<file path="src/common/core_pkg.sv">
package core_pkg;

	// datapath widths
	localparam int XLEN       = 64;
	localparam int REG_ADDR_W = 5;
	localparam int BE_W       = XLEN / 8;
	localparam int CAUSE_W    = 5;

	// pipeline register control
	typedef enum logic [1:0] {
		STALL_NEXT = 2'b00,
		STALL_KEEP = 2'b01,
		STALL_ZERO = 2'b10
	} stall_op_e;

	// APB master sequencing in the memory stage
	typedef enum logic [1:0] {
		MEM_IDLE   = 2'b00,
		MEM_SETUP  = 2'b01,
		MEM_ACCESS = 2'b10,
		MEM_DONE   = 2'b11
	} mem_state_e;

	// exception causes raised by the memory stage
	localparam logic [CAUSE_W-1:0] CAUSE_LOAD_MISALIGNED  = 5'd4;
	localparam logic [CAUSE_W-1:0] CAUSE_LOAD_FAULT       = 5'd5;
	localparam logic [CAUSE_W-1:0] CAUSE_STORE_MISALIGNED = 5'd6;
	localparam logic [CAUSE_W-1:0] CAUSE_STORE_FAULT      = 5'd7;

	// data RAM geometry, depth in 64-bit words
	localparam int DRAM_WORDS  = 256;
	localparam int DRAM_ADDR_W = $clog2(DRAM_WORDS);

	// pready stays low this many ACCESS cycles
	localparam int DRAM_WAIT   = 2;
	localparam int WAIT_CNT_W  = $clog2(DRAM_WAIT + 2);

endpackage

</file>
<file path="src/mem_stage/me_wb.sv">
`timescale 1ns/1ps

module me_wb import core_pkg::*; (
	input  logic                  clk,
	input  logic                  rst,
	input  stall_op_e             stall,

	input  logic                  me_valid,
	input  logic                  acc_rd_wena,
	input  logic [REG_ADDR_W-1:0] me_rd_waddr,
	input  logic [XLEN-1:0]       acc_rd_wdata,
	input  logic [XLEN-1:0]       me_pc,
	input  logic                  acc_exception_flag,
	input  logic [CAUSE_W-1:0]    acc_exception_cause,

	output logic                  wb_valid,
	output logic                  wb_rd_wena,
	output logic [REG_ADDR_W-1:0] wb_rd_waddr,
	output logic [XLEN-1:0]       wb_rd_wdata,
	output logic [XLEN-1:0]       wb_pc,
	output logic                  wb_exception_flag,
	output logic [CAUSE_W-1:0]    wb_exception_cause
);

	always_ff @(posedge clk) begin
		if (rst) begin
			wb_valid          <= 1'b0;
			wb_rd_wena        <= 1'b0;
			wb_exception_flag <= 1'b0;
		end else if (stall == STALL_NEXT) begin
			wb_valid          <= me_valid;
			wb_rd_wena        <= acc_rd_wena;
			wb_exception_flag <= acc_exception_flag;
		end else if (stall != STALL_KEEP) begin
			wb_valid          <= 1'b0;
			wb_rd_wena        <= 1'b0;
			wb_exception_flag <= 1'b0;
		end
	end

	// result payload
	always_ff @(posedge clk) begin
		if (stall == STALL_NEXT) begin
			wb_rd_waddr        <= me_rd_waddr;
			wb_rd_wdata        <= acc_rd_wdata;
			wb_pc              <= me_pc;
			wb_exception_cause <= acc_exception_cause;
		end else if (stall != STALL_KEEP) begin
			wb_pc <= '0;
		end
	end

endmodule

</file>
<file path="config.mk">
export PLATFORM = sky130hd
export DESIGN_NAME = me_wb
export DESIGN_NICKNAME = d
export VERILOG_FILES = /design/src/common/core_pkg.sv /design/src/mem_stage/me_wb.sv
export SDC_FILE = /design/constraint.sdc
export NUM_CORES = 1
export LEC_CHECK = 0
export ABC_CLOCK_PERIOD_IN_PS = 3200
export BUFFER_PORTS_ARGS = -buffer_cell sky130_fd_sc_hd__buf_2
export CORE_ASPECT_RATIO = 1.1
export CORE_MARGIN = 5
export CORE_UTILIZATION = 43
export CTS_CLUSTER_DIAMETER = 30
export DETAILED_ROUTE_END_ITERATION = 8
export PLACE_DENSITY_LB_ADDON = 0.05
export SETUP_SLACK_MARGIN = 0.1
export SYNTH_ARGS = -nofsm -noshare
export SYNTH_HDL_FRONTEND = slang
export SYNTH_SLANG_ARGS = --single-unit
export TNS_END_PERCENT = 50
</file>
<file path="constraint.sdc">
create_clock -name clk -period 3.2 [get_ports clk]
set_clock_uncertainty 0.05 [all_clocks]
set_input_delay 0.8 -clock clk [delete_from_list [all_inputs] [get_ports clk]]
set_output_delay 0.8 -clock clk [all_outputs]
set_load 0.1 [all_outputs]
</file>
; After elaboration in Yosys (flattened, before gate mapping)
; Cells that the tools add are included.
[totals]
register_bits = 141
latch_bits = 0
ram_bits = 0
mem_bits_ro = 0
input_bits = 145
out_inout_bits = 141
elab_cells = 16
n_memories = 0
[op_classes]
addsub = 0
mul = 0
div_mod_pow = 0
magnitude_cmp = 0
n_eq_ne = 1
n_shift = 0
mux = 6
bitwise_logic = 0
n_reduce_logical = 2
[ops]
columns = operator, count
row1 = 64-bit 2-to-1 mux, 2
row2 = 1-bit 2-to-1 mux, 4
row3 = 2-bit zero test, 1
row4 = "2-bit by 1-bit != test with 1-bit output, second input constant", 1
row5 = 2-bit nonzero test, 1

; Logic depth before layout (Yosys ltp)
[logic_depth]
ltp_word = 3
ltp_mapped = 5
depth_no_buf = 2

; Worst setup path after synthesis
; Ideal clock, no wire load.
[synth_path]
kind = input to register
startpoint = in stall[0]
endpoint = reg wb_pc[0], enable pin
setup_time_ns = 0.433
arrival_time_ns = 2.429
required_time_ns = 2.717
path_slack_ns = 0.289
path_stages = 2
path_buffers = 1
path_cell_list = buf_4 nand2b_1
[synth_via]
elab_chain_cells = 2
elab_cells_between_ends = 3
classes_between = eq/ne (1) / reduce/logical (2)
[synth_rtl]
columns = element, line
row1 = from (decl), me_wb.sv:6  ; input stall_op_e stall,
row2 = 2-bit by 1-bit != test with 1-bit output / 2-bit zero test (equally long branches), "me_wb.sv:48, me_wb.sv:43"
row3 = 2-bit nonzero test (no source line) (*), n/a
row4 = to (signal assigned), me_wb.sv:46  ; wb_pc <= me_pc;
row5 = to (decl), me_wb.sv:20  ; output logic [XLEN-1:0] wb_pc,
; Mark *: on every way between the ends. The rest lies on a longest branch, timed or not.
; A chain may end at the register's enable or synchronous reset.

; Worst setup path after layout
[layout_path]
startpoint = reg wb_pc[1]
endpoint = out wb_pc[1]
; No word-level cell between the ends.

==> impl_results.md <==
* Final Critical Period at 2.05 ns
* Netlist cell types at 10
* Reg power frac at 41.1%
* DP Wirelength at 9130 µm
* Area Growth Syn to Fin at 45.5%
* Status: finished clean
* Final Max Slew Viols at 0
* I/O pin cnt at 286
* Seq/Total Area, Yosys at 88.6%
* Slowest cell on crit path: buf_2
* Internal power at 3.55 mW
* Total net switching power at 1.82 mW
* Setup Buffers After CTS at 0
* Clk network pwr share at 35.5%
* Top_reg_cell synth: edfxtp_1
* Die ar. at 13200 µm²
* Register area at 4200 µm²
* FILL cells at 869
* CTS tree: yes
* Area post-placement at 6330 µm²
* Max Clock Freq at 489 MHz
* TritonCTS Buffers at 17
* DRT iter0 DRCs at 107
* Max-cap violations at 0
* Max VDD drop at 400 µV
* Critical Path Start Type: flop
* Overflow after GRT at 0
* Core area at 10900 µm²
* Clock Sinks at 141
* Critical path peak fanout at 1
* Syn_nets at 366
* Area occupied by multi-input gates at 465 µm²
* Post-Syn Area per Cell at 21.5 µm²
* Routed WL at 12000 µm
* First-pass GRT wire length at 16900 µm
* Post-synth ARST share at 0%
* DR vias/cell at 4.42
* Combinational share of power at 23.4%
* Largest net degree at the start of global routing at 139
* Count of flip-flops with a built-in enable after synthesis at 138
* H-tree depth at 4
* Sw frac at 33.9%
* Final std cells w/o fill at 680
* Row count at 40
* Root Buffer: clkbuf_16
* Dpl cells at 648
* Total power at 5.37 mW
* Required time worst endpoint at 2.35 ns
* CTS resizes at 0
* Maximum clock path buffer count at 2
* DRT Pass-1 Iters at 4
* Gpl congestion at 0.746
* Synthesized cell area at 4750 µm²
* Hold Slack at 0.487 ns
* Worst hold-check path type: reg -> reg
* Yosys warns at 0
* Leakage at 3.08 nW
* Reg clk slew, reported paths at 0.05 ns
* Final setup margin at 1.15 ns
* Synth area leader: edfxtp_1
* Initial core utilization at 43.7%
* Crit end category: primary output
* GRT Total Usage at 17.7%
* Slew @ Worst Pin at 0.576 ns
* Setup repair after global routing missed its margin: false
* Register bit total from synthesis at 141
* Slew margin rel. at 61.6%
* Nets at 665
* Setup WS pre-CTS at 1.13 ns
* Setup TNS at 0 ns
* Port buffer count at 285
* Critical-path cell list: buf_2
* Synth Instances at 221
* CP max stage delay at 0.44 ns
* Synth top cells by count: 138 x edfxtp_1, 64 x and2_1, 6 x buf_6
* Post-DR wirelength/cell at 17.6 µm
* Final ANT Viol Nets at 0
* Final setup fails at 0
* Die Ht at 120 µm
* WP buf/inv at 1
* CP delay by family, top: buffers and inverters
* Final instance area at 6910 µm²
* WP data arrival at 1.20 ns
* Layout cells sized above 1 at 59.8%
* Post-CTS Hold Fix Bufs at 0
* Fin util at 63.6%
* Die X at 110 µm
* Vias in the first global route at 3096
* Final Hold Violating Endpoints at 0
* DRC violations left at 0
* Crit share post-route at 63.9%
* Initial antenna violation count at 1
* Ranking of synthesized cells by area: edfxtp_1 87%, and2_1 8.4%, buf_6 1.4%
* Area fraction of the dominant cell type after synthesis at 87.3%
* Pwr dens at 777 nW/µm²
* Critical path class: reg -> out
* Worst-skew pair later-pin latency at 0.40 ns
* Via count at 3005
* Count leader, synth: edfxtp_1
state kept, by name, indices dropped and copies added, names as in the netlist:
| signal | flops |
|---|---|
| wb_exception_cause | 5 |
| wb_rd_waddr | 5 |
| wb_rd_wdata | 64 |
| wb_pc | 64 |
| wb_exception_flag | 1 |
| wb_valid | 1 |
| wb_rd_wena | 1 |
worst reg2reg max path, delay by kind of cell (launching register included):
family           cells  cell delay [ns]
muxes                1             0.17
DFF                  1             0.31
and+or+nand+nor      1             0.07
per-layer routing:
| metal | part of all wire (%) | wire (µm) | vias to the layer above | GRT usage (%) |
|---|---|---|---|---|
| li1 | - | - | 1416 | - |
| met1 | 33 | 4000 | 1400 | 17.9 |
| met2 | 53 | 6360 | 171 | 31.6 |
| met3 | 12 | 1390 | 18 | 7.05 |
| met4 | 1.8 | 211 | 0 | 7.78 |
| met5 | 0 | 0 | - | 0 |
cells by family after synthesis:
family | after synthesis | share of synthesized area (%)
buf+inv | 8 | 1.69
simple gates | 69 | 9.12
mux | 3 | 0.633
flops | 141 | 88.6
cells in the final DEF, fill, tap and decap left out:
| cell | n |
|---|---|
| edfxtp_1 | 138 |
| diode_2 | 1 |
| clkbuf_16 | 17 |
| nor2_4 | 1 |
| clkinv_1 | 3 |
| bufinv_16 | 3 |
| mux2i_1 | 3 |
| clkinvlp_4 | 3 |
| clkinv_2 | 4 |
| buf_12 | 2 |
| and2_1 | 64 |
| buf_4 | 1 |
| nand2b_2 | 1 |
| clkinv_4 | 1 |
| buf_2 | 285 |
| nor3_1 | 3 |
| dfxtp_1 | 3 |
path summary, 6_finish.rpt:
check / end / slack (ns) / cells past startpoint / start
max: wb_pc[1] / 1.15 / 1 / wb_pc[1]$_SDFFCE_PP0P_
min: wb_exception_flag$_SDFFE_PP0P_ / 0.49 / 2 / wb_exception_flag$_SDFFE_PP0P_
max reg2reg: wb_rd_wena$_SDFFE_PP0P_ / 2.49 / 2 / wb_rd_wena$_SDFFE_PP0P_
min reg2reg: wb_exception_flag$_SDFFE_PP0P_ / 0.49 / 2 / wb_exception_flag$_SDFFE_PP0P_
layout make-up:
cell class              count  share of cell area [%]
clock buffers              17                    6.16
multi-input cells          72                    6.74
well taps                 147                    2.66
diodes                      1                  0.0362
clock inverters            14                    2.21
flip-flops and latches    141                    60.9
repair buffers            288                    21.3
power by group through the flow:
stage,Clock (mW),Combinational (mW),Sequential [mW]
finish,1.91,1.26,2.21
global route,2.04,1.29,2.22
CTS,1.95,1.26,2.21
detailed placement,0,1.26,2.25
global placement,0,1.26,2.24
floorplan,0,0.0635,3.21
Note: power is estimated with default switching activity, not from simulation.
