[src/common/core_pkg.sv]
package core_pkg;

	// datapath widths
	localparam int XLEN       = 64;
	localparam int REG_ADDR_W = 5;
	localparam int BE_W       = XLEN / 8;
	localparam int CAUSE_W    = 5;

	// pipeline register control
	typedef enum logic [1:0] {
		STALL_NEXT = 2'b00,
		STALL_KEEP = 2'b01,
		STALL_ZERO = 2'b10
	} stall_op_e;

	// APB master sequencing in the memory stage
	typedef enum logic [1:0] {
		MEM_IDLE   = 2'b00,
		MEM_SETUP  = 2'b01,
		MEM_ACCESS = 2'b10,
		MEM_DONE   = 2'b11
	} mem_state_e;

	// exception causes raised by the memory stage
	localparam logic [CAUSE_W-1:0] CAUSE_LOAD_MISALIGNED  = 5'd4;
	localparam logic [CAUSE_W-1:0] CAUSE_LOAD_FAULT       = 5'd5;
	localparam logic [CAUSE_W-1:0] CAUSE_STORE_MISALIGNED = 5'd6;
	localparam logic [CAUSE_W-1:0] CAUSE_STORE_FAULT      = 5'd7;

	// data RAM geometry, depth in 64-bit words
	localparam int DRAM_WORDS  = 256;
	localparam int DRAM_ADDR_W = $clog2(DRAM_WORDS);

	// pready stays low this many ACCESS cycles
	localparam int DRAM_WAIT   = 2;
	localparam int WAIT_CNT_W  = $clog2(DRAM_WAIT + 2);

endpackage

[src/ex_me/ex_me.sv]
`timescale 1ns/1ps

module ex_me import core_pkg::*; (
	input  logic                  clk,
	input  logic                  rst,
	input  stall_op_e             stall,

	input  logic                  ex_valid,
	input  logic                  ex_mem_rena,
	input  logic                  ex_mem_wena,
	input  logic                  ex_mem_ext_un,
	input  logic [BE_W-1:0]       ex_mem_byte_enable,
	input  logic [XLEN-1:0]       ex_alu_result,
	input  logic [XLEN-1:0]       ex_rs2_data,
	input  logic                  ex_rd_wena,
	input  logic [REG_ADDR_W-1:0] ex_rd_waddr,
	input  logic [XLEN-1:0]       ex_pc,
	input  logic                  ex_exception_flag,
	input  logic [CAUSE_W-1:0]    ex_exception_cause,

	output logic                  me_valid,
	output logic                  me_mem_rena,
	output logic                  me_mem_wena,
	output logic                  me_mem_ext_un,
	output logic [BE_W-1:0]       me_mem_byte_enable,
	output logic [XLEN-1:0]       me_alu_result,
	output logic [XLEN-1:0]       me_rs2_data,
	output logic                  me_rd_wena,
	output logic [REG_ADDR_W-1:0] me_rd_waddr,
	output logic [XLEN-1:0]       me_pc,
	output logic                  me_exception_flag,
	output logic [CAUSE_W-1:0]    me_exception_cause
);

	// control bits, cleared by reset and by a bubble
	always_ff @(posedge clk) begin
		if (rst) begin
			me_valid          <= 1'b0;
			me_mem_rena       <= 1'b0;
			me_mem_wena       <= 1'b0;
			me_rd_wena        <= 1'b0;
			me_exception_flag <= 1'b0;
		end else if (stall == STALL_NEXT) begin
			me_valid          <= ex_valid;
			me_mem_rena       <= ex_mem_rena;
			me_mem_wena       <= ex_mem_wena;
			me_rd_wena        <= ex_rd_wena;
			me_exception_flag <= ex_exception_flag;
		end else if (stall != STALL_KEEP) begin
			// bubble, unknown codes too
			me_valid          <= 1'b0;
			me_mem_rena       <= 1'b0;
			me_mem_wena       <= 1'b0;
			me_rd_wena        <= 1'b0;
			me_exception_flag <= 1'b0;
		end
	end

	// payload fields
	always_ff @(posedge clk) begin
		if (stall == STALL_NEXT) begin
			me_mem_ext_un      <= ex_mem_ext_un;
			me_mem_byte_enable <= ex_mem_byte_enable;
			me_alu_result      <= ex_alu_result;
			me_rs2_data        <= ex_rs2_data;
			me_rd_waddr        <= ex_rd_waddr;
			me_pc              <= ex_pc;
			me_exception_cause <= ex_exception_cause;
		end else if (stall != STALL_KEEP) begin
			me_pc <= '0;
		end
	end

	// decode upstream never issues a combined load and store
	a_no_rd_and_wr: assert property (@(posedge clk) disable iff (rst)
		!(me_mem_rena && me_mem_wena))
		else $error("ex_me holds a load and a store at once");

endmodule

[config.mk]
export PLATFORM = sky130hd
export DESIGN_NAME = ex_me
export DESIGN_NICKNAME = d
export VERILOG_FILES = /design/src/common/core_pkg.sv /design/src/ex_me/ex_me.sv
export SDC_FILE = /design/constraint.sdc
export NUM_CORES = 1
export LEC_CHECK = 0
export BUFFER_PORTS_ARGS = -buffer_cell sky130_fd_sc_hd__clkbuf_2
export CAP_MARGIN = 5
export CORE_AREA = 5 5 165 167
export DETAILED_ROUTE_END_ITERATION = 10
export DIE_AREA = 0 0 170 172
export HOLD_SLACK_MARGIN = 0.02
export MAX_ROUTING_LAYER = met4
export PLACE_DENSITY = 0.63
export SLEW_MARGIN = 20
export SYNTH_ARGS = -nofsm -noshare
export SYNTH_HDL_FRONTEND = slang
export SYNTH_SLANG_ARGS = --single-unit
[constraint.sdc]
create_clock -name clk -period 4.05 [get_ports clk]
set_clock_uncertainty 0.2 [all_clocks]
set_input_delay 0.6075 -clock clk [delete_from_list [all_inputs] [get_ports clk]]
set_output_delay 0.6075 -clock clk [all_outputs]
set_load 0.03 [all_outputs]
; Word level (Yosys, flattened, before mapping)
; Index checks and enable logic that the tools add are counted.
[word_totals]
elab_cells = 23
reg_bits = 216
output_inout_bits = 216
[op_classes]
reduce_logical = 2
muxes = 8
eq_ne = 1
[ops]
columns = op, count
row1 = 2-to-1 mux 64 bit, 2
row2 = 2-to-1 mux 1 bit, 6
row3 = zero test 2 bit, 1
row4 = inequality test 2 x 1 -> 1 bit (second input constant), 1
row5 = nonzero test 2 bit, 1

; Logic depth before layout (Yosys ltp)
; Gate-level depths: netlist of the first run.
[depth]
depth_word = 3
mapped_depth = 5
depth_no_buf = 2

; Least setup slack after synthesis of the first run
; No wires, ideal clock.
[synth_path]
path_kind = input to register
start = input port stall[0]
end = register me_alu_result[0] (enable)
t_arrival_ps = 2670
slack_ps = 737
t_required_ps = 3407
n_path_buf = 2
cell_stages = 3
setup_time_ps = 443
path_cell_list = buf_4 nor2_2 buf_2
[synth_via]
elab_chain_len = 1
[synth_rtl]
columns = element, line
row1 = "start, declared", ex_me.sv:6  ; input stall_op_e stall,
row2 = zero test 2 bit, ex_me.sv:61  ; if (stall == STALL_NEXT) begin
row3 = "end signal, assigned", ex_me.sv:64  ; me_alu_result <= ex_alu_result;
row4 = "end, declared", ex_me.sv:26  ; output logic [XLEN-1:0] me_alu_result,
; Every way passes these cells.
; A chain may end at the register's enable or synchronous reset.

; Final worst setup path of the first run
[layout_path]
start = register me_pc[12]
end = output port me_pc[12]
[layout_rtl]
columns = element, line
row1 = "start, declared", ex_me.sv:30  ; output logic [XLEN-1:0] me_pc,
row2 = "start signal, assigned", ex_me.sv:67  ; me_pc <= ex_pc;
; No word-level cell between the ends.

==> results.ini, run 1 <==
[status]
outcome = completed

[cts]
holdBufCountCts = 0
path_clk_slew_ps = 60
cts_resized = 0
cts_htree_levels = 1
postCtsSetupBuffers = 0
cts_sinks = 216
clkLatencyLatePin_ps = 500
cts_tree = built
cts_made_buffers = 24
clock_path_buffers = 3
clockRootBuffer = clkbuf_16

[setup_path]
worstSetupStartpointType = register
crit_path_max_incr_delay_ps = 420
crit_arrival_ps = 1140
cp_top_family = flip-flops
crit_path_end_kind = output pin
worstPathCellList = clkbuf_2
cpMaxStageDelayCell = edfxtp_1
path_buf_inv = 1
worstPathRequired_ps = 3240
worstSetupPathType = register to output pin
reg2reg_setup_slack_ps = 3170
cp_max_fo = 1

[sta]
min_period_over_period = 0.480
clock.fmax_ghz = 0.514
rsz0062_at_grt = no
hold_viol = 0
setup_viol = 0
setup_tns_ps = 0
slew-limit-headroom = 0.301
fin_crit_ps = 1940
worst_slew_pin_slew_ps = 1050
drv_slew = 0

[place]
port_buffers = 435
place_congestion = 0.770
dp_hpwl_mm = 15.8
dp.cells = 1063

[route]
num_vias = 4491
drt_iter0_drc = 217
drtAntennaViolNets = 0
wirelength_mm = 20.6
wl_per_cell_um = 18.6
drt_first_pass_iters = 6
drc = 0
viasPerCell = 4.06

[layout]
fin_cells = 1106
drive_gt1_frac = 0.612
n_fill_cell = 2383
fin_nets = 974
syn2layout_area_growth_pct = 47.2

[hold_path]
hp-class = input pin to register

[synth]
ys_warn_count = 0
synth-seq-area-share = 0.919
avgSynthCellArea_sq_um = 23.3
synthCells = 300
synth-seq-cells = 216
syn_area_sq_um = 7000
syn_nets = 520
synth_cell_type_count = 10

[global_route]
grt_pass1_vias = 4785
antenna_found_initial = 1
grt-ovfl-total = 0
grt_use_total = 0.131
grt_max_degree = 212
grt_pass1_wl_mm = 28.1

[floorplanning]
rows = 59
die_area_sq_um = 29200
coreArea_sq_um = 25600
die_w_um = 170
io_pins = 436
initial_core_util = 0.273
die_h_um = 172

[power]
power.density_nw_per_um2 = 526
comb_power_share = 0.121
swShare = 0.249
p_int_mw = 4.07
leakage_nw = 4.54
peakVddDrop_mv = 0.271
sequentialPowerShare = 0.494
clkPwrFrac = 0.385
netSwitchingPower_mw = 1.35

[job]
maxCapViolCount = 0

## placed cells by master (no fill, tap or decap)
master,instances
clkbuf_2,435
edfxtp_1,211
and2_1,64
clkbuf_16,25
clkbuf_1,6
mux2i_1,5
nor3_1,5
dfxtp_1,5
clkinv_2,4
clkinv_1,3
bufinv_16,2
inv_6,2
diode_2,1
nor2_4,1
nand2b_4,1
buf_12,1
## cells in the mapped netlist, drive strengths merged
library cell,instances,area share
mux2i,5,0.0071
edfxtp,211,0.90
dfxtp,5,0.014
buf,8,0.011
nand2b,1,0.00089
nor3,5,0.0036
and2,64,0.057
nor2,1,0.00089
## area by class of cell
cell class	instances	area [sq um]	share of cell area
multi-input combinational	76	500	0.0485
timing repair buffer	436	2200	0.213
sequential	216	6440	0.624
tap	335	419	0.0406
clock buffer	31	648	0.0628
antenna	1	2.50	0.000243
clock inverter	11	109	0.0106
## logic make-up (layout without fill, tap and decap cells)
logic type | count (synthesis) | in the layout | synth area share
buffers and inverters | 8 | 478 | 0.0114
other | 0 | 1 | 0
DFF | 216 | 216 | 0.919
and+or+nand+nor | 71 | 71 | 0.0625
muxes | 5 | 5 | 0.00715
## state kept, by name, summed over array words and instances, names as in the netlist
name                count
me_mem_byte_enable      8
me_mem_ext_un           1
me_alu_result          64
me_pc                  64
me_rs2_data            64
me_mem_rena             1
me_exception_cause      5
me_exception_flag       1
me_mem_wena             1
me_rd_wena              1
me_valid                1
me_rd_waddr             5
## final timing paths
check,startpoint,endpoint,depth (start not counted)
worst max-delay path,me_pc[12],me_pc[12],1
worst min-delay path,ex_alu_result[23],me_alu_result[23],1
worst max register to register,me_rd_wena,me_rd_wena,2
worst min register to register,me_mem_rena,me_mem_rena,2
## per-stage QoR
stage          total power, mW  setup slack (ps)  utilization  instance area [sq um]  hold slack (ps)
5_1_grt                   5.64              2050        0.403                  10300             44.3
2_1_floorplan             3.10               737            -                   7000              444
3_5_place_dp              3.39              1700        0.373                   9550              328
6_report                  5.42              2110        0.403                  10300             75.8
4_1_cts                   5.51              2050        0.402                  10300             41.4
3_3_place_gp              3.38              1720        0.373                   9550              329
## power groups by stage
stage	clock network [mW]	registers [mW]	logic (mW)
after floorplan	0	3.04	0.0615
after global placement	0	2.72	0.664
after detailed placement	0	2.72	0.670
after CTS	2.16	2.68	0.671
after global routing	2.25	2.69	0.694
final	2.09	2.68	0.658
## layer usage
metal,vias to the layer above,share of wire,GRT usage
li1,2046,-,-
met1,2120,0.36,0.146
met2,282,0.49,0.218
met3,43,0.12,0.0473
met4,0,0.033,0.0500
met5,-,0,-
Note: power is estimated with default switching activity, not from simulation.
==> run 2: changes to the inputs <==
Clock period 4.05 ns to 1.9 ns, I/O delays scaled along.
==> run 2 against run 1 <==
  * Highest routed layer unchanged
  * Wire length rose by 19%
  * Design area up 22%
  * Core utilization grew 9.0 points
  * Clock power grew 110%
  * Non-clock buffer count up 231
  * Total power rose by 120%
==> results.ini, run 2 (synthesized netlist as in run 1, its figures left out) <==
[sta]
rsz0062_at_grt = no
setup_viol = 0
hold_viol = 0
fin_crit_ps = 1650
timing.final.ws_setup_ps = 246
slew-limit-headroom = 0.751
min_period_over_period = 0.871
drv_slew = 0
clock.fmax_ghz = 0.604
worst_slew_pin_slew_ps = 374
setup_tns_ps = 0

[cts]
path_clk_slew_ps = 60
clock_path_buffers = 3
cts_resized = 0
cts_made_buffers = 24
clkLatencyLatePin_ps = 510
cts_tree = built
cts_sinks = 216
clockRootBuffer = clkbuf_16
cts_htree_levels = 1

[job]
maxCapViolCount = 0

[hold_path]
hp-class = input pin to register

[layout]
antenna_cells = 0
multi_input_area_sq_um = 495
fin_nets = 1205
mostFrequentLayoutCells = clkbuf_2 (435), dlygate4sd3_1 (218), edfxtp_1 (211)
final_common_cell = clkbuf_2
postLayoutCoreUtil = 0.493
seq_area_sq_um = 6440
syn2layout_area_growth_pct = 80.3
top_regs = me_alu_result x64, me_pc x64, me_rs2_data x64
drive_gt1_frac = 0.483
n_fill_cell = 2096

[route]
drt_first_pass_iters = 4
num_vias = 5443
viasPerCell = 4.07
drtAntennaViolNets = 0
drt_iter0_drc = 240
drc = 0
wl_per_cell_um = 18.2
wirelength_mm = 24.4

[setup_path]
cp_max_fo = 20
worstSetupPathType = input pin to register
crit_arrival_ps = 1650
reg2reg_setup_slack_ps = 520
crit_path_end_kind = register
cpMaxStageDelayCell = dlygate4sd3_1
worstPathCellList = dlygate4sd3_1, clkbuf_2, nor2_4, buf_12, buf_4
worstPathRequired_ps = 1890
crit_path_max_incr_delay_ps = 540
worstSetupStartpointType = input pin

[floorplanning]
rows = 59
die_area_sq_um = 29200
coreArea_sq_um = 25600
initial_core_util = 0.273
die_h_um = 172
die_w_um = 170
io_pins = 436

[global_route]
grt_use_total = 0.158
grt-ovfl-total = 0
antenna_found_initial = 0
grt_max_degree = 65
grt_pass1_vias = 6002
grt_pass1_wl_mm = 34.4

[place]
dp_hpwl_mm = 16.3
place_congestion = 0.774
port_buffers = 435
dpl_worst_slack_ps = 250

[power]
leakage_nw = 5.52
peakVddDrop_mv = 0.696
power.density_nw_per_um2 = 938

[status]
outcome = completed

-- run 2: cell count changes in the layout (fill, tap and decap cells not counted), sizes merged --
cell | previous run | this run
dlygate4sd3 | 0 | 218
buf | 1 | 14
clkinv | 7 | 14
clkbuf | 466 | 463
inv | 2 | 0
bufinv | 2 | 1
clkinvlp | 0 | 1
diode | 1 | 0
-- run 2: layer usage --
metal	global-route usage	routed length (um)	vias up
li1	-	-	2511
met3	0.0439	2300	52
met1	0.169	8630	2581
met4	0.0490	711	0
met5	-	0	-
met2	0.287	12800	299
-- run 2: metrics by stage --
| stage | area, sq um | hold slack (ps) | std cells | total power [mW] |
|---|---|---|---|---|
| floorplan | 7020 | 162 | 300 | 6.61 |
| global placement | 9720 | 262 | 1076 | 7.25 |
| detailed placement | 9720 | 264 | 1076 | 7.27 |
| CTS | 12600 | 30.9 | 1338 | 12.0 |
| global route | 12600 | 43.9 | 1338 | 12.3 |
| finish | 12600 | 50.1 | 1338 | 11.8 |
-- run 2: worst max-delay path: cells and delay by family --
family	cells	cell delay, ps
simple gates	1	180
buf+inv	4	1150
-- run 2: worst paths after layout --
path / depth (start not counted) / startpoint / to
max: 5 / stall[1] / me_rs2_data[16]
min: 3 / stall[0] / me_mem_wena
max reg2reg: 3 / me_rd_wena / me_rd_wena
min reg2reg: 2 / me_mem_wena / me_mem_wena
-- run 2: cell type report --
| cell class | instances | share of cell area |
|---|---|---|
| repair buffers | 667 | 0.360 |
| multi-input cells | 76 | 0.0392 |
| clock inverters | 16 | 0.00872 |
| clock buffers | 28 | 0.0487 |
| well taps | 335 | 0.0332 |
| flip-flops and latches | 216 | 0.510 |
-- run 2: timing repair --
action / in CTS / in global routing
hold buffers: 218 / 0
buffers inserted: 0 / 0
endpoints found under the hold margin: 216 / 0
-- run 2: report_power, final --
group,internal [mW],switching [mW],leakage [nW]
clock network,2.45,1.85,0.356
logic,0.721,1.12,3.05
registers,5.60,0.106,2.11
