[config.mk]
export PLATFORM = sky130hd
export DESIGN_NAME = mem_access
export DESIGN_NICKNAME = d
export VERILOG_FILES = /design/src/common/core_pkg.sv /design/src/mem_stage/mem_access.sv
export SDC_FILE = /design/constraint.sdc
export NUM_CORES = 1
export LEC_CHECK = 0
export BUFFER_PORTS_ARGS = -buffer_cell sky130_fd_sc_hd__buf_4
export CAP_MARGIN = 20
export CORE_AREA = 2 2 164 166
export CTS_BUF_LIST = sky130_fd_sc_hd__clkbuf_4
export DETAILED_ROUTE_END_ITERATION = 8
export DIE_AREA = 0 0 166 168
export PLACE_DENSITY = 0.58
export SYNTH_ARGS = -nofsm -noshare
export SYNTH_HDL_FRONTEND = slang
export SYNTH_SLANG_ARGS = --single-unit
[constraint.sdc]
create_clock -name clk -period 19.4 [get_ports clk]
set_clock_uncertainty 0.1 [all_clocks]
set_input_delay 0 -clock clk [delete_from_list [all_inputs] [get_ports clk]]
set_output_delay 0 -clock clk [all_outputs]
set_load 0.02 [all_outputs]
[src/common/core_pkg.sv]
package core_pkg;

	// datapath widths
	localparam int XLEN       = 64;
	localparam int REG_ADDR_W = 5;
	localparam int BE_W       = XLEN / 8;
	localparam int CAUSE_W    = 5;

	// pipeline register control
	typedef enum logic [1:0] {
		STALL_NEXT = 2'b00,
		STALL_KEEP = 2'b01,
		STALL_ZERO = 2'b10
	} stall_op_e;

	// APB master sequencing in the memory stage
	typedef enum logic [1:0] {
		MEM_IDLE   = 2'b00,
		MEM_SETUP  = 2'b01,
		MEM_ACCESS = 2'b10,
		MEM_DONE   = 2'b11
	} mem_state_e;

	// exception causes raised by the memory stage
	localparam logic [CAUSE_W-1:0] CAUSE_LOAD_MISALIGNED  = 5'd4;
	localparam logic [CAUSE_W-1:0] CAUSE_LOAD_FAULT       = 5'd5;
	localparam logic [CAUSE_W-1:0] CAUSE_STORE_MISALIGNED = 5'd6;
	localparam logic [CAUSE_W-1:0] CAUSE_STORE_FAULT      = 5'd7;

	// data RAM geometry, depth in 64-bit words
	localparam int DRAM_WORDS  = 256;
	localparam int DRAM_ADDR_W = $clog2(DRAM_WORDS);

	// pready stays low this many ACCESS cycles
	localparam int DRAM_WAIT   = 2;
	localparam int WAIT_CNT_W  = $clog2(DRAM_WAIT + 2);

endpackage

[src/mem_stage/mem_access.sv]
`timescale 1ns/1ps

module mem_access import core_pkg::*; (
	input  logic               clk,
	input  logic               rst,

	input  logic               me_valid,
	input  logic               me_mem_rena,
	input  logic               me_mem_wena,
	input  logic               me_mem_ext_un,
	input  logic [BE_W-1:0]    me_mem_byte_enable,
	input  logic [XLEN-1:0]    me_alu_result,
	input  logic [XLEN-1:0]    me_rs2_data,
	input  logic               me_rd_wena,
	input  logic               me_exception_flag,
	input  logic [CAUSE_W-1:0] me_exception_cause,

	output logic               psel,
	output logic               penable,
	output logic               pwrite,
	output logic [XLEN-1:0]    paddr,
	output logic [XLEN-1:0]    pwdata,
	output logic [BE_W-1:0]    pstrb,
	input  logic [XLEN-1:0]    prdata,
	input  logic               pready,
	input  logic               pslverr,

	output logic               mem_busy,
	output logic               acc_rd_wena,
	output logic [XLEN-1:0]    acc_rd_wdata,
	output logic               acc_exception_flag,
	output logic [CAUSE_W-1:0] acc_exception_cause
);

	mem_state_e      state;
	mem_state_e      state_nxt;
	logic [2:0]      lane;
	logic [3:0]      nbytes;
	logic [15:0]     span;
	logic            aligned;
	logic            mem_req;
	logic            misaligned;
	logic            start;
	logic            fault_q;
	logic [XLEN-1:0] rdata_q;
	logic [XLEN-1:0] lane_data;
	logic [XLEN-1:0] load_data;

	// lowest enabled lane and access width
	always_comb begin
		lane   = '0;
		nbytes = '0;
		for (int i = BE_W - 1; i >= 0; i--) begin
			if (me_mem_byte_enable[i])
				lane = 3'(i);
		end
		for (int i = 0; i < BE_W; i++)
			nbytes = nbytes + 4'(me_mem_byte_enable[i]);
	end

	// mask must be contiguous and naturally aligned
	assign span    = ((16'd1 << nbytes) - 16'd1) << lane;
	assign aligned = (nbytes == 4'd1 || nbytes == 4'd2 || nbytes == 4'd4 || nbytes == 4'd8)
		&& (({1'b0, lane} & (nbytes - 4'd1)) == 4'd0)
		&& (span == {8'd0, me_mem_byte_enable});

	assign mem_req    = me_valid & (me_mem_rena | me_mem_wena);
	assign misaligned = mem_req & ~me_exception_flag & ~aligned;
	assign start      = mem_req & ~me_exception_flag & aligned;

	always_comb begin
		state_nxt = state;
		case (state)
			MEM_IDLE:   if (start) state_nxt = MEM_SETUP;
			MEM_SETUP:  state_nxt = MEM_ACCESS;
			MEM_ACCESS: if (pready) state_nxt = MEM_DONE;
			default:    state_nxt = MEM_IDLE;
		endcase
	end

	always_ff @(posedge clk) begin
		if (rst) begin
			state   <= MEM_IDLE;
			fault_q <= 1'b0;
		end else begin
			state   <= state_nxt;
			// only meaningful in MEM_DONE
			fault_q <= (state == MEM_ACCESS) & pready & pslverr;
		end
	end

	always_ff @(posedge clk) begin
		if (state == MEM_ACCESS && pready)
			rdata_q <= prdata;
	end

	// APB drive, address and data held by ex_me while busy
	assign psel    = (state == MEM_SETUP) | (state == MEM_ACCESS);
	assign penable = (state == MEM_ACCESS);
	assign pwrite  = me_mem_wena;
	assign paddr   = {me_alu_result[XLEN-1:3], 3'b000};
	assign pwdata  = me_rs2_data;
	assign pstrb   = me_mem_byte_enable;

	assign mem_busy = ((state == MEM_IDLE) & start) | psel;

	// load extraction and extension
	assign lane_data = rdata_q >> {lane, 3'b000};
	always_comb begin
		case (nbytes)
			4'd1:    load_data = {{56{~me_mem_ext_un & lane_data[7]}}, lane_data[7:0]};
			4'd2:    load_data = {{48{~me_mem_ext_un & lane_data[15]}}, lane_data[15:0]};
			4'd4:    load_data = {{32{~me_mem_ext_un & lane_data[31]}}, lane_data[31:0]};
			default: load_data = lane_data;
		endcase
	end

	// an earlier exception keeps its cause
	always_comb begin
		acc_exception_flag = me_exception_flag | misaligned | fault_q;
		if (me_exception_flag)
			acc_exception_cause = me_exception_cause;
		else if (misaligned)
			acc_exception_cause = me_mem_wena ? CAUSE_STORE_MISALIGNED : CAUSE_LOAD_MISALIGNED;
		else
			acc_exception_cause = me_mem_wena ? CAUSE_STORE_FAULT : CAUSE_LOAD_FAULT;
	end

	assign acc_rd_wena  = me_rd_wena & ~acc_exception_flag;
	assign acc_rd_wdata = me_mem_rena ? load_data : me_alu_result;

	a_paddr_stable: assert property (@(posedge clk) disable iff (rst)
		psel && !pready |=> $stable(paddr))
		else $error("paddr changed during an APB transfer");

endmodule

Word level (Yosys, flattened, before mapping):

Cells that the tools add are included.

* output and inout bits: 211
* input bits: 215
* word-level logic and storage cells: 71
* register bits: 67

* add/subtract/negate cells: 9
* equal/unequal tests: 9
* shift-type cells: 3
* mux-type cells: 17
* bitwise logic cells: 21
* reductions and logical operators: 9

Operators with widths (count)
* one-hot mux 64 bit (3 select lines): 1
* 2-to-1 mux 64 bit: 1
* right shift 64 x 6 -> 64 bit: 1
* 2-to-1 mux 3 bit: 8
* adder 4 x 1 -> 4 bit: 4
* == test 16 x 8 -> 1 bit: 1
* << shifter 1 x 4 -> 16 bit (first input constant): 1
* << shifter 16 x 3 -> 16 bit: 1
* subtractor 16 x 1 -> 16 bit (second input constant): 1
* AND 1 bit: 11
* 2-to-1 mux 2 bit: 5
* one-hot mux 2 bit (3 select lines): 1
* 2-to-1 mux 5 bit: 1
* bitwise OR 1 bit: 5
* adder 3 x 1 -> 4 bit: 1
* AND 3 x 4 -> 4 bit: 1
* == test 4 x 1 -> 1 bit (second input constant): 1
* == test 4 x 2 -> 1 bit (second input constant): 1
* == test 4 x 3 -> 1 bit (second input constant): 1
* == test 4 bit (second input constant): 1
* zero test 4 bit: 1
* inverter 1 bit: 4
* subtractor 4 x 1 -> 4 bit (second input constant): 1
* adder 2 x 1 -> 3 bit: 1
* other kinds (9): 13

Depth between registers and ports, before layout:

Gate-level depths: netlist of the first run.

* depth after elaboration: 19
* gate-level depth with buffers: 24
* depth with buffers taken out: 22

Least setup slack after synthesis of the first run:

No wires, ideal clock.

* path kind: input to output
* start point: input me_mem_byte_enable[0]
* end point: output acc_rd_wena
* path buffers: 2
* data arrival time: 6.547 ns
* slack: 12.753 ns
* required time: 19.300 ns
* stages on the path: 24
* cell sequence: fa_1 inv_1 fa_1 fa_1 inv_1 ha_1 fa_1 inv_1 ha_1 buf_2 and2_1 a31o_2 inv_1 ha_1 clkbuf_1 inv_1 a221o_1 a221oi_1 mux2i_1 nor3_1 a2111oi_4 o2111a_1 o2111ai_1 a2111oi_0

* cells in the longest elaborated chain, start to end: 19
* elaborated cells between the ends (all ways): 30
* those cells by class: 9 x add/sub; 5 x eq/ne; 2 x shift; 1 x mux; 7 x bitwise; 6 x reduce/logical

RTL lines
* start, declared: RTL line mem_access.sv:11 `input logic [BE_W-1:0] me_mem_byte_enable,`
* parallel branches: the longest is 12 deep, another holds subtractor 16 x 1 -> 16 bit
* logical AND 1 bit *: RTL line mem_access.sv:65 `&& (span == {8'd0, me_mem_byte_enable});`
* inverter 1 bit *: RTL line mem_access.sv:68 `assign misaligned = mem_req & ~me_exception_flag & ~aligned;`
* AND 1 bit *: RTL line mem_access.sv:68
* bitwise OR 1 bit * (2 in a row): RTL line mem_access.sv:120 `acc_exception_flag = me_exception_flag | misaligned | fault_q;`
* inverter 1 bit *: RTL line mem_access.sv:129 `assign acc_rd_wena = me_rd_wena & ~acc_exception_flag;`
* AND 1 bit *: RTL line mem_access.sv:129
* end, declared: RTL line mem_access.sv:29 `output logic acc_rd_wena,`

Mark *: on every way between the ends.

Final worst setup path of the first run:

Same ends and word-level chain as after synthesis.

==> flow_metrics.py, run 1 <==
metrics = {
    "run_status": {
        "run_status": "complete, no violations",
    },
    "worst_setup_path": {
        "critPathMostFrequentCell": "inv_1",
        "critPathTopFamily": "adder cells",
        "reg2reg_setup_slack_ns": 17.02,
        "critical_path_arrival_ns": 7.04,
        "crit_path_end_kind": "primary output",
        "critical_path_peak_fanout": 23,
        "cp.buffers_inverters": 7,
        "critical_path.cell_chain": "buf_4 > fa_1 > inv_1 > fa_1 > fa_1 > inv_1 > ha_1 > fa_1 > inv_1 > ha_1 > and2_1 > a31o_2 > inv_1 > ha_1 > inv_1 > a221o_1 > a221oi_1 > mux2i_1 > nor3_1 > a2111oi_4 > o2111a_1 > o2111ai_1 > a2111oi_0 > buf_4",
        "critical_path_required_ns": 19.30,
        "timing.setup.critical_path_class": "in2out",
        "start_kind": "input port",
        "critical-path-max-stage-delay_ns": 0.55,
        "cp_slowest_cell": "fa_1",
    },
    "cts": {
        "cts_resized": 0,
        "cts_buf_count": 9,
        "clock_tree.buffer_depth": 2,
        "clkLatencyLatePin_ns": 0.43,
        "ctsHtreeMaxLevel": 3,
        "clock_tree_from_tritoncts": "done",
        "clock_sinks": 67,
        "root_buf_cell": "clkbuf_4",
    },
    "die": {
        "boundaryPins": 426,
        "fp.dieArea_um2": 27900,
        "rows": 60,
        "floorplan.initialDensity_pct": 28.9,
        "die_w_um": 166,
        "dieHeight_um": 168,
        "core_area_um2": 26400,
    },
    "synthesis": {
        "synth_seq_area_share_pct": 26.0,
        "synth_top_family_by_area": "compound AO/OA/AOI/OAI gates",
        "synthAdderAreaFrac_pct": 2.86,
        "synth_edf_count": 64,
        "synth_area_um2": 7610,
        "yosys.area_share.xor_xnor_pct": 0.674,
        "netlist-cell-type-count": 87,
        "synth_compound_gate_area_share_pct": 24.3,
        "dominantRegCellSynth": "edfxtp_1",
        "post_synthesis_share_of_cell_area_spent_on_and_or_nand_and_nor_gates_pct": 21.6,
        "count_of_state_elements_after_synthesis": 67,
        "muxShareOfSynthArea_pct": 6.11,
        "ys_async_sr_fraction_pct": 0,
        "ys_warn_count": 0,
        "synthesis.area_per_instance_um2": 7.82,
        "syn-instance-count": 974,
    },
    "worst_hold_path": {
        "worst_hold_path_type": "in2out",
    },
    "route": {
        "final_wl_mm": 34.5,
        "drtIter0Drc": 715,
        "drc_errors": 0,
        "detail_route.first_pass.iterations": 5,
        "route.antenna.remaining_nets": 0,
        "drt-vias-per-instance": 5.39,
        "wl_per_cell_um": 21.9,
        "vias": 8476,
    },
    "timing": {
        "period_share_pct": 36.8,
        "finalWorstPathRequiredPeriod_ns": 7.14,
        "tightestPinTransition_ns": 1.13,
        "finalSetupTns_ns": 0,
        "fmaxAchievable_ghz": 0.140,
        "report.final.setup_viol": 0,
        "grt_setup_unrepaired": "no",
        "worst_slew_margin_rel_pct": 24.4,
        "slew_viol_final": 0,
        "finalHoldViolations": 0,
    },
    "finish": {
        "drive_above_1_share_pct": 28.9,
        "final_nets": 1455,
        "flow.area_growth_from_synthesis_pct": 38.7,
        "mostFrequentLayoutCell": "buf_4",
        "layout.cell_area.non_filler_um2": 10600,
        "final_core_util_pct": 40.1,
        "final_cell_mix": "buf_4, nand2_1, dlygate4sd3_1",
    },
    "grt": {
        "globalRouteOverflowTotal": 0,
        "grt_antenna_before_repair": 2,
        "grt_util_all_layers_pct": 23.2,
        "grt_pass1_vias": 8018,
        "grt_pass1_wl_mm": 50.1,
        "grt_max_degree": 76,
    },
    "job": {
        "maxCapViolations": 0,
    },
    "place": {
        "half_perimeter_wire_length_after_detailed_placement_mm": 26.7,
        "dpl_cell_area_um2": 9070,
        "routabilityCongestion": 0.942,
        "port-buffer-count": 294,
    },
    "pwr": {
        "cellLeakagePower_uw": 0.00456,
        "power.total_uw": 898,
        "power.ir.vdd_worst_v": 0.0000426,
        "power.density_nw_per_um2": 85.0,
    },
}
[metal layers]
layer	vias up	share of wire, %	GRT usage, %
met4	0	2.0	6.31
met2	487	49	38.8
li1	3898	-	-
met5	-	0	0
met3	47	7.6	4.11
met1	4044	42	30.8
[sequential cells by signal, summed over array words and instances (netlist names)]
register,count
fault_q,1
rdata_q,64
state,2
[power breakdown]
part	total (uW)	internal (uW)	switching (uW)
combinational	636	239	397
clock	99.4	41.2	58.2
sequential	162	161	1.48
[per-stage QoR]
stage                     hold WS (ns)  worst slack, ns  std cells
after detailed placement       -0.0999            12.38       1422
after global placement         -0.0999            12.50       1422
after global routing             0.115            11.93       1573
final                            0.109            12.26       1573
after CTS                        0.108            12.35       1571
after floorplan               -0.00113            12.75        976
[cell usage after synthesis, types with 3 or more instances]
library cell	n	share of area [%]
nand2_1	148	7.3
buf_4	138	14
nor2_1	96	4.7
a21oi_1	69	4.5
edfxtp_1	64	25
mux2i_1	42	5.5
clkbuf_1	36	1.8
nand3_1	36	2.4
o22a_1	33	3.8
o21ai_0	26	1.7
inv_1	23	1.1
buf_2	18	1.2
a31oi_1	15	1.2
a211oi_1	14	1.4
and3_1	14	1.2
nor3_1	13	0.85
ha_1	11	1.8
a32oi_1	10	1.2
nand2b_1	8	0.66
o211ai_1	8	0.79
buf_1	7	0.35
nor2b_1	6	0.49
or3_1	6	0.49
a221oi_1	5	0.58
a31o_2	5	0.58
and2_1	5	0.41
o2111ai_1	5	0.58
o31a_1	5	0.58
fa_1	4	1.1
nand4_1	4	0.33
o21ai_1	4	0.26
o221ai_1	4	0.46
o22ai_1	4	0.33
or2_2	4	0.33
a2111oi_0	3	0.35
a211o_1	3	0.35
a21o_1	3	0.30
a41oi_1	3	0.35
and4_1	3	0.35
dfxtp_1	3	0.79
mux2_2	3	0.44
nor3b_1	3	0.30
o21a_1	3	0.30
xnor2_1	3	0.35
[final cells by class]
class / count / area, um^2
fill: 2626 / 15800
multi-input combinational: 684 / 4280
timing repair buffer: 439 / 3630
sequential: 67 / 1980
tap: 341 / 427
inverter: 24 / 90.1
clock inverter: 7 / 81.3
clock buffer: 9 / 67.6
antenna: 2 / 5.00
[repair_timing]
item,CTS,global route
hold buffers,133,0
setup buffers,0,0
endpoints found under the hold margin,131,0
[worst paths after layout]
kind,start,end,cells past startpoint
worst max register to register,state[0]$_SDFFE_PP0P_,fault_q$_SDFF_PP0_,6
worst max-delay path,me_mem_byte_enable[0],acc_rd_wena,24
worst min-delay path,me_alu_result[36],paddr[36],2
worst min register to register,state[0]$_SDFFE_PP0P_,state[0]$_SDFFE_PP0P_,2
[cells by family after synthesis]
| family | count (synthesis) |
|---|---|
| other | 1 |
| multiplexers | 46 |
| XOR/XNOR | 5 |
| flip-flops | 67 |
| AND/OR/NAND/NOR | 361 |
| adder cells (fa/ha/maj) | 15 |
| buffers and inverters | 225 |
| AO/OA/AOI/OAI | 254 |
No activity file was read; power rests on OpenSTA's default activity.
==> run 2, diff against run 1 <==
--- a/config.mk
+++ b/config.mk
@@ -7,11 +7,11 @@
 export LEC_CHECK = 0
 export BUFFER_PORTS_ARGS = -buffer_cell sky130_fd_sc_hd__buf_4
 export CAP_MARGIN = 20
-export CORE_AREA = 2 2 164 166
+export CORE_AREA = 2 2 165 167
 export CTS_BUF_LIST = sky130_fd_sc_hd__clkbuf_4
 export DETAILED_ROUTE_END_ITERATION = 8
-export DIE_AREA = 0 0 166 168
-export PLACE_DENSITY = 0.58
+export DIE_AREA = 0 0 167 169
+export PLACE_DENSITY = 0.57
 export SYNTH_ARGS = -nofsm -noshare
 export SYNTH_HDL_FRONTEND = slang
 export SYNTH_SLANG_ARGS = --single-unit
==> constraint.sdc (replaced) <==
create_clock -name clk -period 6.8 [get_ports clk]
set_clock_uncertainty 0.1 [all_clocks]
set_input_delay 0 -clock clk [delete_from_list [all_inputs] [get_ports clk]]
set_output_delay 0 -clock clk [all_outputs]
set_load 0.02 [all_outputs]
==> run 2 against run 1 <==
Die area increased by 1.2%. Wire length increased by 3.1%. Cell area increased by 0.65%. Clock-buffer cell count unchanged. Global-route usage is 0.33 points higher. Power grew to 2.9 times the previous value. Cell count up 0.45%. Register-to-register slack lost 13 ns. Combinational power grew to 2.9 times the previous value. Core utilization is essentially flat. Critical path type is now in2reg.
==> flow_metrics.py, run 2 (synthesis results as in run 1) <==
metrics = {
    "worst_setup_path": {
        "critPathMostFrequentCell": "inv_1",
        "crit_cells": 24,
        "worst_r2r_endpoint": "fault_q$_SDFF_PP0_",
        "critical_path_required_ns": 7.08,
        "start_kind": "input port",
        "timing.setup.critical_path_class": "in2reg",
        "critical_path_peak_fanout": 14,
        "r2r.worst_path.cells": 6,
        "cp_slowest_cell": "fa_1",
        "critPathTopFamily": "adder cells",
        "crit_path_end_kind": "flip-flop",
        "setup.worst_path.start": "me_mem_byte_enable[0]",
        "worstReg2RegStart": "state[0]$_SDFFE_PP0P_",
        "cp.buffers_inverters": 7,
        "critical-path-max-stage-delay_ns": 0.57,
        "reg2reg_setup_slack_ns": 4.42,
        "critical_path_arrival_ns": 6.73,
        "critical_path.cell_chain": "buf_4 > fa_1 > inv_1 > fa_1 > fa_1 > inv_1 > ha_1 > fa_1 > inv_1 > ha_1 > and2_1 > a31o_2 > inv_1 > ha_1 > inv_1 > a221o_1 > a221oi_1 > mux2i_1 > nor3_1 > a2111oi_4 > o21ai_1 > or4_4 > o211ai_1 > dlygate4sd3_1",
        "timing.critical_path.to": "state[1]$_SDFFE_PP0P_",
    },
    "route": {
        "route.antenna.remaining_nets": 0,
        "vias": 8515,
        "drtIter0Drc": 697,
        "drc_errors": 0,
        "final_wl_mm": 35.6,
        "detail_route.first_pass.iterations": 5,
        "wl_per_cell_um": 22.5,
        "drt-vias-per-instance": 5.39,
    },
    "grt": {
        "grt_antenna_before_repair": 5,
        "grt_pass1_vias": 8221,
        "grt_max_degree": 76,
        "grt_pass1_wl_mm": 50.8,
        "grt_util_all_layers_pct": 23.5,
        "globalRouteOverflowTotal": 0,
    },
    "worst_hold_path": {
        "worst_hold_path_type": "in2out",
        "worst_hold_path.num_cells": 2,
    },
    "timing": {
        "grt_setup_unrepaired": "no",
        "hold-worst-slack_ns": 0.108,
        "finalSetupTns_ns": 0,
        "finalWorstPathRequiredPeriod_ns": 6.45,
        "worst_slew_margin_rel_pct": 24.3,
        "slew_viol_final": 0,
        "report.final.setup_viol": 0,
        "tightestPinTransition_ns": 1.13,
        "fmaxAchievable_ghz": 0.155,
        "finalHoldViolations": 0,
        "period_share_pct": 94.8,
    },
    "pwr": {
        "pwr-share-clk_pct": 11.0,
        "power.net_switching_uw": 1310,
        "power.share.switching_pct": 50.5,
        "power.ir.vdd_worst_v": 0.000115,
        "power_frac_comb_pct": 71.1,
        "pwr-share-seq_pct": 17.9,
        "p_int_uw": 1280,
        "power.density_nw_per_um2": 244,
        "cellLeakagePower_uw": 0.00460,
    },
    "cts": {
        "clkLatencyLatePin_ns": 0.43,
        "root_buf_cell": "clkbuf_4",
        "clock_sinks": 67,
        "ctsHtreeMaxLevel": 3,
        "cts_buf_count": 9,
        "postCtsSetupRepairBufs": 0,
        "worst_setup_hold_path_clk_slew_ns": 0.12,
        "clock_tree.buffer_depth": 2,
        "clock_tree_from_tritoncts": "done",
    },
    "die": {
        "core_area_um2": 26500,
        "boundaryPins": 426,
        "rows": 60,
        "dieHeight_um": 169,
        "floorplan.initialDensity_pct": 28.7,
        "die_w_um": 167,
        "fp.dieArea_um2": 28200,
    },
    "finish": {
        "mostFrequentLayoutCell": "buf_4",
        "max_flop_register": "rdata_q",
        "reg.largest.list": "rdata_q: 64 flops, state: 2 flops, fault_q: 1 flops",
        "largest_register_ffs": 64,
        "fill_cells": 2701,
        "final_cell_mix": "buf_4, nand2_1, dlygate4sd3_1",
        "final_nets": 1463,
        "flow.area_growth_from_synthesis_pct": 39.6,
        "drive_above_1_share_pct": 29.5,
        "area_of_the_multi_input_gates_um2": 4280,
        "instances_no_fill": 1580,
        "seq_area_um2": 1980,
    },
    "place": {
        "routabilityCongestion": 0.944,
        "half_perimeter_wire_length_after_detailed_placement_mm": 27.9,
        "number_of_cells_in_the_design_after_placement": 1429,
        "port-buffer-count": 294,
    },
    "job": {
        "maxCapViolations": 0,
    },
    "run_status": {
        "run_status": "complete, no violations",
    },
}
[run 2: cell types whose count changed in the layout (fill, tap and decap cells not counted), sizes merged]
cell | before | now
buf | 306 | 314
diode | 2 | 1
clkinv | 1 | 0
clkinvlp | 1 | 2
[run 2: worst min-delay path by stage]
stage,from,end,slack [ns]
after global routing,me_alu_result[3],paddr[3],0.12
after floorplan,prdata[0],rdata_q[0]$_DFFE_PP_,-0.001
after CTS,me_alu_result[3],paddr[3],0.11
after detailed placement,me_rs2_data[0],pwdata[0],-0.1
after global placement,me_rs2_data[0],pwdata[0],-0.1
final,me_alu_result[3],paddr[3],0.11
[run 2: metrics by stage]
stage          instance area (um^2)  setup WS (ns)  power, uW  util, %
4_1_cts                       10600          0.366       2570     40.0
2_1_floorplan                  7620          0.153       1640        -
5_1_grt                       10600         0.0119       2740     40.1
6_report                      10600          0.352       2590     40.1
3_5_place_dp                   9130          0.338       2190     34.4
3_3_place_gp                   9130          0.503       2210     34.4
[run 2: power by group through the flow]
| stage | Clock [uW] | Sequential (uW) | Combinational [uW] |
|---|---|---|---|
| finish | 285 | 463 | 1840 |
| global route | 303 | 464 | 1970 |
| CTS | 290 | 463 | 1820 |
| detailed placement | 0 | 472 | 1720 |
| global placement | 0 | 472 | 1730 |
| floorplan | 0 | 471 | 1170 |
[run 2: per-layer routing]
layer,vias to the layer above,routed length [um],GRT usage [%]
met2,455,17500,40.3
met5,-,38,0
met4,6,1030,8.06
met1,4071,14500,29.9
met3,64,2450,3.97
li1,3919,-,-
[run 2: area by class of cell]
type	instances	area share, %
Antenna cell	1	0.0235
Tap cell	341	4.01
Multi-Input combinational cell	684	40.3
Clock inverter	7	0.777
Clock buffer	9	0.636
Inverter	24	0.848
Sequential cell	67	18.6
Timing Repair Buffer	447	34.7
[run 2: repair_timing]
action                                 CTS  global route
hold buffers                           133             0
resized for setup                        0             2
endpoints found under the hold margin  131             0
setup endpoints to repair                0             2
[run 2: worst reg2reg max path: cells and delay by family (launching register included)]
kind	cells	cell delay, ns
flip-flops	1	0.33
buffers and inverters	3	1.28
AND/OR/NAND/NOR	2	0.40
adder cells (fa/ha/maj)	1	0.22
==> run 3, diff against run 2 <==
==> constraint.sdc (replaced) <==
create_clock -name clk -period 5.96 [get_ports clk]
set_clock_uncertainty 0.1 [all_clocks]
set_input_delay 0 -clock clk [delete_from_list [all_inputs] [get_ports clk]]
set_output_delay 0 -clock clk [all_outputs]
set_load 0.02 [all_outputs]
==> run 3 against run 2 <==
Via count rose by 1.4%. Combinational power rose by 39%. Core utilization rose by 2.3 points. Sequential share of layout area fell by 1.0 points. Critical endpoint is now mem_busy. Largest cell class unchanged. Largest power group unchanged. Highest routed layer unchanged.
==> flow_metrics.py, run 3 (synthesis results as in run 1) <==
metrics = {
    "route": {
        "wl_per_cell_um": 22.4,
        "detail_route.first_pass.iterations": 6,
        "drtIter0Drc": 734,
        "route.antenna.remaining_nets": 0,
        "final_wl_mm": 36.5,
        "drc_errors": 0,
        "vias": 8631,
        "drt-vias-per-instance": 5.30,
    },
    "timing": {
        "slew_viol_final": 0,
        "tightestPinTransition_ns": 1.12,
        "fmaxAchievable_ghz": 0.171,
        "finalWorstPathRequiredPeriod_ns": 5.83,
        "finalSetupTns_ns": 0,
        "worst_slew_margin_rel_pct": 25.2,
        "period_share_pct": 97.8,
        "hold-worst-slack_ns": 0.108,
        "report.final.setup_viol": 0,
        "finalHoldViolations": 0,
    },
    "die": {
        "boundaryPins": 426,
        "dieHeight_um": 169,
        "floorplan.initialDensity_pct": 28.7,
        "core_area_um2": 26500,
        "fp.dieArea_um2": 28200,
        "die_w_um": 167,
        "rows": 60,
    },
    "worst_hold_path": {
        "worst_hold_path_type": "in2out",
        "worst_hold_startpoint": "me_alu_result[47]",
        "hold_end": "paddr[47]",
        "worst_hold_path.num_cells": 2,
    },
    "finish": {
        "final_cell_mix": "buf_4, nand2_1, dlygate4sd3_1",
        "final_nets": 1508,
        "reg.largest.list": "rdata_q: 64 flops, state: 2 flops, fault_q: 1 flops",
        "seq_area_um2": 1980,
        "fill_cells": 2642,
        "max_flop_register": "rdata_q",
        "mostFrequentLayoutCell": "buf_4",
        "drive_above_1_share_pct": 34.6,
        "largest_register_ffs": 64,
        "flow.area_growth_from_synthesis_pct": 47.7,
        "area_of_the_multi_input_gates_um2": 4550,
        "instances_no_fill": 1628,
    },
    "worst_setup_path": {
        "critPathTopFamily": "adder cells",
        "r2r.worst_path.cells": 6,
        "critical_path_arrival_ns": 5.73,
        "critical_path_required_ns": 5.86,
        "timing.setup.critical_path_class": "in2out",
        "reg2reg_setup_slack_ns": 3.61,
        "critical-path-max-stage-delay_ns": 0.54,
        "crit_cells": 26,
        "cp.buffers_inverters": 8,
        "start_kind": "input port",
        "worst_r2r_endpoint": "fault_q$_SDFF_PP0_",
        "critPathMostFrequentCell": "fa_1",
        "cp_slowest_cell": "fa_1",
        "critical_path_peak_fanout": 8,
        "crit_path_end_kind": "primary output",
        "worstReg2RegStart": "state[0]$_SDFFE_PP0P_",
    },
    "cts": {
        "root_buf_cell": "clkbuf_4",
        "cts_buf_count": 9,
        "clock_tree.buffer_depth": 2,
        "clock_tree_from_tritoncts": "done",
        "clock_sinks": 67,
        "ctsHtreeMaxLevel": 3,
        "clkLatencyLatePin_ns": 0.42,
    },
    "pwr": {
        "power.density_nw_per_um2": 304,
        "power.total_uw": 3420,
        "cellLeakagePower_uw": 0.00485,
        "power.ir.vdd_worst_v": 0.000160,
    },
    "grt": {
        "globalRouteOverflowTotal": 0,
        "grt_antenna_before_repair": 6,
        "grt_util_all_layers_pct": 23.9,
        "grt_pass1_wl_mm": 51.6,
        "grt_pass1_vias": 8320,
        "grt_max_degree": 76,
    },
    "place": {
        "routabilityCongestion": 0.911,
        "number_of_cells_in_the_design_after_placement": 1466,
        "half_perimeter_wire_length_after_detailed_placement_mm": 28.2,
        "port-buffer-count": 294,
    },
    "job": {
        "maxCapViolations": 0,
    },
    "run_status": {
        "run_status": "complete, no violations",
    },
}
==> run 3: routing by layer <==
layer | GRT usage, % | share of wire (%) | up-vias
met4 | 7.57 | 2.8 | 4
met3 | 3.95 | 7.4 | 57
li1 | - | - | 4007
met1 | 31.8 | 41 | 4111
met5 | 0 | 0.058 | -
met2 | 39.7 | 49 | 452
==> run 3: metrics by stage <==
stage	setup WS (ns)	utilization [%]	cell area (um^2)
finish	0.129	42.4	11200
global placement	-0.0640	35.6	9450
CTS	0.00186	41.2	10900
detailed placement	-0.0567	35.6	9450
floorplan	0.00227	-	7650
global route	-0.0559	42.4	11200
==> run 3: how the worst max path moves through the flow <==
| stage | from | to | slack [ns] |
|---|---|---|---|
| final | me_mem_byte_enable[3] | mem_busy | 0.13 |
| after global routing | me_mem_byte_enable[3] | mem_busy | -0.06 |
| after detailed placement | me_mem_byte_enable[0] | state[0]$_SDFFE_PP0P_ | -0.06 |
| after CTS | me_mem_byte_enable[0] | acc_rd_wena | 0.002 |
| after floorplan | me_mem_byte_enable[0] | state[0]$_SDFFE_PP0P_ | 0.002 |
| after global placement | me_mem_byte_enable[0] | acc_rd_wena | -0.06 |
==> run 3: final cells by class <==
type | count | area share [%]
Antenna cell | 4 | 0.0890
Tap cell | 341 | 3.79
Clock inverter | 7 | 0.734
Clock buffer | 9 | 0.601
Sequential cell | 67 | 17.6
Inverter | 24 | 0.823
Multi-Input combinational cell | 684 | 40.4
Timing Repair Buffer | 492 | 35.9
==> run 3: report_power, final <==
group	switching [uW]	internal [uW]
sequential	4.95	523
clock	197	135
combinational	1450	1100
==> run 3: what timing repair did <==
action                                 in CTS  in global routing
setup buffers                               0                 10
hold buffers                              132                  0
pin swaps                                   0                 20
setup endpoints to repair                   3                  4
endpoints found under the hold margin     131                  0
resized for setup                           2                 45
